[src/hdl/gb_io_cfg.svh]
// Timer I/O block configuration: register map, TAC taps and interrupt bit layout
`ifndef GB_IO_CFG_SVH
`define GB_IO_CFG_SVH

// CPU bus register map
`define GB_ADDR_DIV   16'hFF04
`define GB_ADDR_TIMA  16'hFF05
`define GB_ADDR_TMA   16'hFF06
`define GB_ADDR_TAC   16'hFF07
`define GB_ADDR_IF    16'hFF0F
`define GB_ADDR_IE    16'hFFFF

// Returned for any address outside the map
`define GB_UNMAPPED_DATA 8'hFF

// System counter bit watched for each TAC clock select
// Periods are 1024, 16, 64 and 256 clocks
`define GB_TAP_SEL0 9
`define GB_TAP_SEL1 3
`define GB_TAP_SEL2 5
`define GB_TAP_SEL3 7

// IF / IE bit positions
`define GB_IRQ_VBLANK 0
`define GB_IRQ_STAT   1
`define GB_IRQ_TIMER  2
`define GB_IRQ_SERIAL 3
`define GB_IRQ_JOYPAD 4

// Unused register bits read back as ones
`define GB_IF_PAD  3'b111
`define GB_TAC_PAD 5'b11111

`endif

[src/hdl/gb_io_pkg.sv]
// Shared bus, register and interrupt types for the timer I/O block
package gb_io_pkg;

    typedef logic [15:0] io_addr_t;
    typedef logic [7:0]  io_data_t;
    typedef logic [15:0] sys_count_t;

    // Bit 2 enables the timer, bits 1-0 pick the clock
    typedef logic [2:0]  tac_t;

    typedef logic [4:0]  irq_bits_t;
    // vblank, stat, serial, joypad from bit 0 upward
    typedef logic [3:0]  ext_irq_t;
    typedef logic [2:0]  irq_idx_t;

    typedef struct packed {
        logic     we;
        logic     re;
        io_addr_t addr;
        io_data_t wdata;
    } bus_req_t;

    typedef struct packed {
        logic     div_wr;
        logic     tima_wr;
        logic     tma_wr;
        logic     tac_wr;
        logic     if_wr;
        logic     ie_wr;
        io_data_t wdata;
    } reg_wr_t;

    typedef struct packed {
        io_data_t div;
        io_data_t tima;
        io_data_t tma;
        tac_t     tac;
    } timer_regs_t;

    typedef struct packed {
        irq_bits_t if_bits;
        irq_bits_t ie_bits;
    } irq_regs_t;

endpackage

[src/hdl/div_prescaler.sv]
// Divider: free-running system counter, DIV byte and TAC-selected timer tick
`timescale 1ns/1ps
`include "gb_io_cfg.svh"

module div_prescaler
    import gb_io_pkg::*;
(
    input  logic     I_CLOCK,
    input  logic     I_RESET,
    input  logic     div_wr,
    input  tac_t     tac,
    output io_data_t div,
    output logic     tima_tick
);

    sys_count_t sys_count;
    logic       tap_sel;
    logic       tap_gated;
    logic       tap_prev;

    always_comb begin
        case (tac[1:0])
            2'd0:    tap_sel = sys_count[`GB_TAP_SEL0];
            2'd1:    tap_sel = sys_count[`GB_TAP_SEL1];
            2'd2:    tap_sel = sys_count[`GB_TAP_SEL2];
            default: tap_sel = sys_count[`GB_TAP_SEL3];
        endcase
    end

    // Disabling the timer also pulls the tap low, which can tick once
    assign tap_gated = tac[2] & tap_sel;

    always_ff @(posedge I_CLOCK or posedge I_RESET) begin
        if (I_RESET) begin
            sys_count <= '0;
            tap_prev  <= 1'b0;
            tima_tick <= 1'b0;
        end else begin
            if (div_wr) begin
                sys_count <= '0;
            end else begin
                sys_count <= sys_count + sys_count_t'(1);
            end
            tap_prev  <= tap_gated;
            // Falling edge of the gated tap
            tima_tick <= tap_prev & ~tap_gated;
        end
    end

    assign div = sys_count[15:8];

endmodule

[src/hdl/interrupt_ctrl.sv]
// Interrupt controller: IF/IE registers, request capture, priority select and acknowledge
`timescale 1ns/1ps
`include "gb_io_cfg.svh"

module interrupt_ctrl
    import gb_io_pkg::*;
(
    input  logic      I_CLOCK,
    input  logic      I_RESET,
    input  reg_wr_t   reg_wr,
    input  logic      timer_req,
    input  ext_irq_t  ext_irq,
    input  logic      irq_ack,
    output irq_regs_t irq_regs,
    output logic      irq,
    output irq_idx_t  irq_vector
);

    irq_bits_t if_bits;
    irq_bits_t ie_bits;
    irq_bits_t pending;
    irq_bits_t req_set;
    irq_bits_t ack_clr;
    irq_bits_t if_base;

    // Place each request strobe on its IF bit
    always_comb begin
        req_set                 = '0;
        req_set[`GB_IRQ_VBLANK] = ext_irq[0];
        req_set[`GB_IRQ_STAT]   = ext_irq[1];
        req_set[`GB_IRQ_TIMER]  = timer_req;
        req_set[`GB_IRQ_SERIAL] = ext_irq[2];
        req_set[`GB_IRQ_JOYPAD] = ext_irq[3];
    end

    assign pending = if_bits & ie_bits;
    assign irq     = |pending;

    // Lowest index wins, so scan from the top down
    always_comb begin
        irq_vector = '0;
        for (int i = $bits(irq_bits_t) - 1; i >= 0; i--) begin
            if (pending[i]) begin
                irq_vector = irq_idx_t'(i);
            end
        end
    end

    always_comb begin
        ack_clr = '0;
        if (irq_ack && irq) begin
            ack_clr[irq_vector] = 1'b1;
        end
    end

    assign if_base = reg_wr.if_wr ? reg_wr.wdata[4:0] : if_bits;

    always_ff @(posedge I_CLOCK or posedge I_RESET) begin
        if (I_RESET) begin
            if_bits <= '0;
            ie_bits <= '0;
        end else begin
            // New requests survive a clear in the same cycle
            if_bits <= (if_base & ~ack_clr) | req_set;
            if (reg_wr.ie_wr) begin
                ie_bits <= reg_wr.wdata[4:0];
            end
        end
    end

    assign irq_regs = '{if_bits: if_bits, ie_bits: ie_bits};

endmodule

[src/hdl/io_bus_decode.sv]
// Bus decoder: turns CPU requests into register write strobes and registered read data
`timescale 1ns/1ps
`include "gb_io_cfg.svh"

module io_bus_decode
    import gb_io_pkg::*;
(
    input  logic        I_CLOCK,
    input  logic        I_RESET,
    input  bus_req_t    bus_req,
    input  timer_regs_t timer_regs,
    input  irq_regs_t   irq_regs,
    output reg_wr_t     reg_wr,
    output io_data_t    rd_data,
    output logic        rd_valid
);

    io_data_t rd_sel;

    // Write strobes follow the request in the same cycle
    always_comb begin
        reg_wr       = '0;
        reg_wr.wdata = bus_req.wdata;
        if (bus_req.we) begin
            case (bus_req.addr)
                `GB_ADDR_DIV:  reg_wr.div_wr  = 1'b1;
                `GB_ADDR_TIMA: reg_wr.tima_wr = 1'b1;
                `GB_ADDR_TMA:  reg_wr.tma_wr  = 1'b1;
                `GB_ADDR_TAC:  reg_wr.tac_wr  = 1'b1;
                `GB_ADDR_IF:   reg_wr.if_wr   = 1'b1;
                `GB_ADDR_IE:   reg_wr.ie_wr   = 1'b1;
                default: ;
            endcase
        end
    end

    // Read select, with the hardware's ones in unused bits
    always_comb begin
        case (bus_req.addr)
            `GB_ADDR_DIV:  rd_sel = timer_regs.div;
            `GB_ADDR_TIMA: rd_sel = timer_regs.tima;
            `GB_ADDR_TMA:  rd_sel = timer_regs.tma;
            `GB_ADDR_TAC:  rd_sel = {`GB_TAC_PAD, timer_regs.tac};
            `GB_ADDR_IF:   rd_sel = {`GB_IF_PAD, irq_regs.if_bits};
            `GB_ADDR_IE:   rd_sel = {3'b000, irq_regs.ie_bits};
            default:       rd_sel = `GB_UNMAPPED_DATA;
        endcase
    end

    // Read data lands one cycle after the request
    always_ff @(posedge I_CLOCK or posedge I_RESET) begin
        if (I_RESET) begin
            rd_data  <= '0;
            rd_valid <= 1'b0;
        end else begin
            rd_valid <= bus_req.re;
            if (bus_req.re) begin
                rd_data <= rd_sel;
            end
        end
    end

endmodule

[src/hdl/tima_counter.sv]
// Timer counter: TIMA with TMA reload on overflow, TMA and TAC registers
`timescale 1ns/1ps

module tima_counter
    import gb_io_pkg::*;
(
    input  logic     I_CLOCK,
    input  logic     I_RESET,
    input  reg_wr_t  reg_wr,
    input  logic     tima_tick,
    output io_data_t tima,
    output io_data_t tma,
    output tac_t     tac,
    output logic     timer_req
);

    logic     overflow;
    io_data_t reload_val;

    assign overflow = tima_tick & (tima == 8'hFF) & ~reg_wr.tima_wr;

    // A TMA write in the overflow cycle feeds the reload directly
    assign reload_val = reg_wr.tma_wr ? reg_wr.wdata : tma;

    always_ff @(posedge I_CLOCK or posedge I_RESET) begin
        if (I_RESET) begin
            tma <= '0;
            tac <= '0;
        end else begin
            if (reg_wr.tma_wr) begin
                tma <= reg_wr.wdata;
            end
            if (reg_wr.tac_wr) begin
                tac <= reg_wr.wdata[2:0];
            end
        end
    end

    // CPU write beats a tick in the same cycle
    always_ff @(posedge I_CLOCK or posedge I_RESET) begin
        if (I_RESET) begin
            tima <= '0;
        end else if (reg_wr.tima_wr) begin
            tima <= reg_wr.wdata;
        end else if (overflow) begin
            tima <= reload_val;
        end else if (tima_tick) begin
            tima <= tima + 8'd1;
        end
    end

    // Request pulse lines up with the reload
    always_ff @(posedge I_CLOCK or posedge I_RESET) begin
        if (I_RESET) begin
            timer_req <= 1'b0;
        end else begin
            timer_req <= overflow;
        end
    end

endmodule

[src/hdl/timer_io_top.sv]
// Timer I/O top: bus decoder, divider, timer counter and interrupt controller
`timescale 1ns/1ps

module timer_io_top
    import gb_io_pkg::*;
(
    input  logic     I_CLOCK,
    input  logic     I_RESET,
    input  bus_req_t bus_req,
    input  ext_irq_t ext_irq,
    input  logic     irq_ack,
    output io_data_t rd_data,
    output logic     rd_valid,
    output logic     irq,
    output irq_idx_t irq_vector
);

    reg_wr_t     reg_wr;
    timer_regs_t timer_regs;
    irq_regs_t   irq_regs;
    io_data_t    div;
    io_data_t    tima;
    io_data_t    tma;
    tac_t        tac;
    logic        tima_tick;
    logic        timer_req;

    // Gather timer register values for the read path
    assign timer_regs = '{div: div, tima: tima, tma: tma, tac: tac};

    io_bus_decode u_decode (
        .I_CLOCK    (I_CLOCK),
        .I_RESET    (I_RESET),
        .bus_req    (bus_req),
        .timer_regs (timer_regs),
        .irq_regs   (irq_regs),
        .reg_wr     (reg_wr),
        .rd_data    (rd_data),
        .rd_valid   (rd_valid)
    );

    div_prescaler u_prescaler (
        .I_CLOCK   (I_CLOCK),
        .I_RESET   (I_RESET),
        .div_wr    (reg_wr.div_wr),
        .tac       (tac),
        .div       (div),
        .tima_tick (tima_tick)
    );

    tima_counter u_tima (
        .I_CLOCK   (I_CLOCK),
        .I_RESET   (I_RESET),
        .reg_wr    (reg_wr),
        .tima_tick (tima_tick),
        .tima      (tima),
        .tma       (tma),
        .tac       (tac),
        .timer_req (timer_req)
    );

    interrupt_ctrl u_intc (
        .I_CLOCK    (I_CLOCK),
        .I_RESET    (I_RESET),
        .reg_wr     (reg_wr),
        .timer_req  (timer_req),
        .ext_irq    (ext_irq),
        .irq_ack    (irq_ack),
        .irq_regs   (irq_regs),
        .irq        (irq),
        .irq_vector (irq_vector)
    );

endmodule

[config.mk]
export PLATFORM = sky130hd
export DESIGN_NAME = timer_io_top
export DESIGN_NICKNAME = d
export VERILOG_FILES = /design/src/hdl/gb_io_pkg.sv /design/src/hdl/div_prescaler.sv /design/src/hdl/interrupt_ctrl.sv /design/src/hdl/io_bus_decode.sv /design/src/hdl/tima_counter.sv /design/src/hdl/timer_io_top.sv
export VERILOG_INCLUDE_DIRS = /design/src /design/src/hdl
export SDC_FILE = /design/constraint.sdc
export NUM_CORES = 1
export LEC_CHECK = 0
export ABC_AREA = 1
export BUFFER_PORTS_ARGS = -buffer_cell sky130_fd_sc_hd__buf_4
export CORE_MARGIN = 2
export CORE_UTILIZATION = 37
export DETAILED_ROUTE_END_ITERATION = 10
export GPL_ROUTABILITY_DRIVEN = 0
export PLACE_DENSITY = 0.56
export RECOVER_POWER = 25
export SETUP_SLACK_MARGIN = 0.2
export SLEW_MARGIN = 20
export SYNTH_ARGS = -nofsm -noshare
export SYNTH_HDL_FRONTEND = slang
export SYNTH_SLANG_ARGS = --single-unit
[constraint.sdc]
create_clock -name I_CLOCK -period 1.77 [get_ports I_CLOCK]
set_input_delay 0.4425 -clock I_CLOCK [delete_from_list [all_inputs] [get_ports I_CLOCK]]
set_output_delay 0.4425 -clock I_CLOCK [all_outputs]
set_load 0.02 [all_outputs]
## Word-level counts from Yosys, hierarchy flattened

Cells that the tools add are included.

- Bits in latches: 0
- Word-level logic and storage cells: 62
- Memories kept: 0
- Output and inout bits: 13
- Input bits: 33
- Register bits: 57
- Bits in read-only memories: 0
- RAM bits: 0

- Order comparisons: 2
- Equality and inequality tests: 9
- Divide/modulo/power cells: 0
- Shift operators: 0
- Add/subtract/negate cells: 2
- Bitwise logic cells: 10
- Reductions and logical operators: 5
- $mul: 0
- Multiplexer cells: 23

Operators by type and width:

| operator | count |
|---|---|
| $eq 16x16->1 const B | 6 |
| $pmux 8 s6 | 1 |
| $mux 8 | 4 |
| $add 16x1->16 const B | 1 |
| $mux 16 | 1 |
| $mux 3 | 5 |
| $and 5x5->5 | 2 |
| $mux 5 | 2 |
| $add 8x1->8 const B | 1 |
| $eq 8x8->1 const B | 1 |
| $mux 1 | 7 |
| $mux 6 | 1 |
| $not 5->5 | 1 |
| $or 5x5->5 | 1 |
| $reduce_or 5->1 | 1 |
| $and 1x1->1 | 4 |
| $lt 3x4->1 const B | 1 |
| $demux 1 s3 | 1 |
| $ge 3x1->1 const B | 1 |
| $pmux 1 s3 | 1 |
| $reduce_bool 3->1 | 1 |
| $eq 2x1->1 const B | 1 |
| $eq 2x2->1 const B | 1 |
| $logic_and 1x1->1 | 2 |
| other kinds (2) | 3 |

## Logic depth before layout (Yosys ltp)

- Word-level depth: 14
- Depth in mapped cells: 12
- Mapped depth without buffers: 11

## Modules after synthesis

From an unflattened synthesis, not the netlist that was laid out.

- Cells, all modules: 512
- Area total of the unflattened synthesis: 3788.6 sq um

Modules (own cells, without submodules):

| module | cells an instance | times used | area each (sq um) | sequential area each (sq um) |
|---|---|---|---|---|
| io_bus_decode | 179 | 1 | 1104.8 | 225.2 |
| tima_counter | 131 | 1 | 1074.8 | 500.5 |
| div_prescaler | 129 | 1 | 1018.5 | 450.4 |
| interrupt_ctrl | 73 | 1 | 590.6 | 250.2 |

## Worst setup path after synthesis

Ideal clock, no wire load.

- Path type: flip-flop to flip-flop
- From: register u_intc.if_bits[0]
- To: register u_intc.if_bits[1]
- Data required time: 1.652 ns
- Setup time: 0.118 ns
- Setup slack: 0.158 ns
- Buffers on the path: 0
- Clock period less this slack: 1.612 ns
- Arrival: 1.494 ns
- Stages on the path, launching flop included: 5
- Cell sequence: dfrtp_1 > nand2_1 > a21boi_0 > nand3_1 > a21o_1

- Word-level cells in the longest chain between the ends: 10
- Elaborated cells between the ends (all ways): 13
- Those cells by class: order compare: 2; mux: 4; bitwise: 4; reduce/logical: 3

Ends and longest elaborated chain:

| element | line | text |
|---|---|---|
| start, declared | interrupt_ctrl.sv:19 | `irq_bits_t if_bits;` |
| start signal, assigned | interrupt_ctrl.sv:64 | `if_bits <= (if_base & ~ack_clr) \| req_set;` |
| $and 5x5->5 (*) | interrupt_ctrl.sv:36 | `assign pending = if_bits & ie_bits;` |
| $mux 3 (*) | interrupt_ctrl.sv:43 | `if (pending[i]) begin` |
| via irq_vector[0] | timer_io_top.sv:15 | `output irq_idx_t irq_vector` |
| $lt 3x4->1 (implied by the code) / $ge 3x1->1 (equally long branches) | interrupt_ctrl.sv:52 | `ack_clr[irq_vector] = 1'b1;` |
| $logic_and 1x1->1 (implied by the code) | interrupt_ctrl.sv:52 |  |
| $mux 1 (implied by the code) | interrupt_ctrl.sv:52 |  |
| $demux 1 s3 (*) | - |  |
| $mux 5 (*) | interrupt_ctrl.sv:51 | `if (irq_ack && irq) begin` |
| $not 5->5 (*) | interrupt_ctrl.sv:64 |  |
| $and 5x5->5 (*) | interrupt_ctrl.sv:64 |  |
| $or 5x5->5 (*) | interrupt_ctrl.sv:64 |  |

The timed path passes the listed nets; every way through them passes the cells marked *.
A chain may end at the register's enable or synchronous reset.

## Final worst setup path

- From: register u_intc.if_bits[3]
- To: output irq

- Word-level cells in the longest chain between the ends: 2

Ends and longest elaborated chain:

| element | line | text |
|---|---|---|
| $and 5x5->5 | interrupt_ctrl.sv:36 |  |
| $reduce_or 5->1 | interrupt_ctrl.sv:37 | `assign irq = \|pending;` |
| end, declared | timer_io_top.sv:14 | `output logic irq,` |

No other way between the ends.

==> results by group <==
Synth
  • Syn Inst Count: 482
  • Top post-synthesis cells by area: dfrtp_1 41%, nand2_1 16%, nand3_1 8.3%
  • Largest area contributor in the netlist: dfrtp_1
  • Mean post-synth cell area: 7.13 um^2
  • Syn Nets: 517
  • Post-synth EDFFs: 0
  • Async S/R FF share, synth: 1.00
  • Ys flop type: dfrtp_1
  • Count leader, synth: nand2_1
  • Synth top area share: 0.415
  • Post-synthesis sequential area ratio: 0.415
  • Ys Warns: 0
  • Synth Cell Area: 3440 um^2
  • Synthesized flop and latch total: 57
  • Yosys cell types: 36
  • Top cells by count, synth: 148 x nand2_1, 65 x inv_1, 57 x dfrtp_1, 57 x nand3_1, 38 x nor2_1

Floorplanning
  • Die height: 100 um
  • Row count: 35
  • Die width: 100 um
  • Die Area: 10100 um^2
  • Io pins: 46
  • Area of the core: 9110 um^2
  • Starting Density: 0.377

Placement
  • Placement Cell Area: 4070 um^2
  • Dpl hpwl: 7.15 mm
  • Port bufs: 45

Critical path
  • CP endpoint: irq
  • Crit-path max FO: 4
  • Critical path depth: 5
  • Crit-path cells: nand2_1 -> nand2_2 -> inv_2 -> nand4_1 -> buf_6
  • CP max stage cell: dfrtp_1
  • Startpoint types: flop
  • R2r worst-path depth: 9
  • Crit path launch: u_intc.if_bits[3]
  • Delay-heaviest family, CP: flip-flops
  • R2r setup slk: 160 ps
  • Worst r2r dst: u_prescaler.sys_count[12]
  • CP Data Required Time: 1330 ps
  • CP bufs+invs: 2
  • Crit path kind: flop to primary output
  • Critical path capture point type: primary output
  • Worst R2R Start: u_prescaler.sys_count[1]
  • CP peak stage delay: 430 ps
  • Worst EP arrival: 1310 ps

STA
  • FMAX: 0.571 GHz
  • Max_slew headroom: 0.139
  • Final hold vios: 0
  • Slew Viols, Final: 0
  • Slew of the pin with the lowest slew margin: 1290 ps
  • Final setup viols: 0
  • Final min period: 1750 ps
  • RSZ-0062 raised after global routing: yes
  • Clk_skew: 8.14 ps
  • Final Cycle Share: 0.990
  • Fin Setup TNS: 0 ps

Final layout
  • Diodes inserted: 0
  • Final Core Density: 0.502
  • FILL cells: 900
  • Register area: 1430 um^2
  • Footprint of the multi-input gates: 1870 um^2
  • Final Instance Area: 4570 um^2
  • Nets: 607
  • Area Growth Syn to Fin: 32.9%
  • Ratio of cells with drive above 1 in the final layout: 0.277

Clock network
  • Root Buffer Master: clkbuf_8
  • Num CTS Buffers: 9
  • Worst skew pair latency: 340 ps
  • CTS sink cnt: 57
  • Clock Path Buffers: 2
  • Clock Pin Slew Worst Setup and Hold Paths: 70 ps
  • CTS tree: yes
  • H-tree Lvls: 3

Detailed routing
  • Iter 0 DRT Violations: 182
  • Vias per inst: 4.98
  • Post-DRT Antenna Nets: 0
  • Routed length per instance: 14.3 um
  • Final wirelength: 9.84 mm
  • Pre-Repair DR Iteration Count: 4
  • Via count: 3427
  • Residual DRC: 0

Hold path
  • Hold Crit Class: input port to flop
  • Min-Delay Path Depth: 2
  • Min-delay src: ext_irq[3]

Global route
  • Grt total ovfl: 0
  • Largest net degree at the start of global routing: 58
  • Initial antenna violation count: 0
  • Total track usage: 0.201
  • First-pass GRT wire length: 15.7 mm
  • Vias in the first global route: 3277

Outcome
  • Status: finished clean

Job
  • Max Cap Viol: 0

Power and ir drop
  • Pwr per Cell Area: 633 nW/um^2
  • Leak: 2.25 nW
  • Total power: 2.89 mW
  • Max IR drop VDD: 412 uV
metrics by stage:
stage                     setup slack, ps  hold slack [ps]  std cells
after floorplan                       251              409        482
after global placement              -34.2              415        652
after detailed placement            -79.3              424        652
after CTS                            32.2              183        676
after global routing                -39.2              258        688
final                                18.6              273        688
logic make-up (layout without fill, tap and decap cells):
family,Yosys count,count (layout),share of synthesized area
and+or+nand+nor,287,287,0.384
buffers and inverters,75,170,0.0859
DFF,57,57,0.415
AOI/OAI and AO/OA,54,54,0.0899
xor gates and xnor gates,7,7,0.0178
adders and majority gates,2,2,0.00728
how the worst min path moves through the flow:
| stage | endpoint | slack [ps] |
|---|---|---|
| after global routing | u_intc.if_bits[4] | 260 |
| after detailed placement | u_intc.if_bits[2] | 420 |
| final | u_intc.if_bits[4] | 270 |
| after CTS | u_prescaler.sys_count[3] | 180 |
| after floorplan | u_intc.if_bits[2] | 410 |
| after global placement | u_intc.if_bits[2] | 410 |
layout make-up:
class / instances / area share
clock buffer: 11 / 0.0309
clock inverter: 5 / 0.0120
inverter: 69 / 0.0586
multi-input combinational: 350 / 0.409
sequential: 57 / 0.312
tap: 111 / 0.0304
timing repair buffer: 85 / 0.147
where the power goes:
group	switching (mW)	internal, mW
registers	0.0441	1.34
logic	0.168	0.104
clock network	0.547	0.683
layer usage:
layer / share of wire / GRT usage / wire length (um)
met4: 0.022 / 0.0738 / 221
met3: 0.034 / 0.0446 / 335
met2: 0.50 / 0.341 / 4930
met5: 0 / 0 / 0
met1: 0.44 / 0.251 / 4350
flip-flops by register name, indices dropped and copies added (netlist names), 3 cells and up:
name	flops
u_intc.ie_bits	5
u_tima.tma	8
u_intc.if_bits	5
u_prescaler.sys_count	16
u_tima.tac	3
u_tima.tima	8
u_decode.rd_data	8
repair_timing:
item / in CTS / in global routing
cloned: 0 / 0
pin swaps: 6 / 19
resized for setup: 14 / 40
setup endpoints to repair: 6 / 27
hold buffers: 0 / 0
buffers inserted: 8 / 12
layout by cell type (no fill, tap or decap), drive strengths merged, types with 2 or more instances in the layout:
cell type and n:
a21boi 2, a21o 4, a21oi 6, buf 83
clkbuf 13, clkinv 4, clkinvlp 3, dfrtp 57
ha 2, inv 66, nand2 153, nand3 60
nand3b 4, nand4 10, nor2 51, nor3 3
nor4 2, o21ai 33, o21bai 2, o22ai 5
or2 3, xor2 6
No activity file was read; power rests on OpenSTA's default activity.
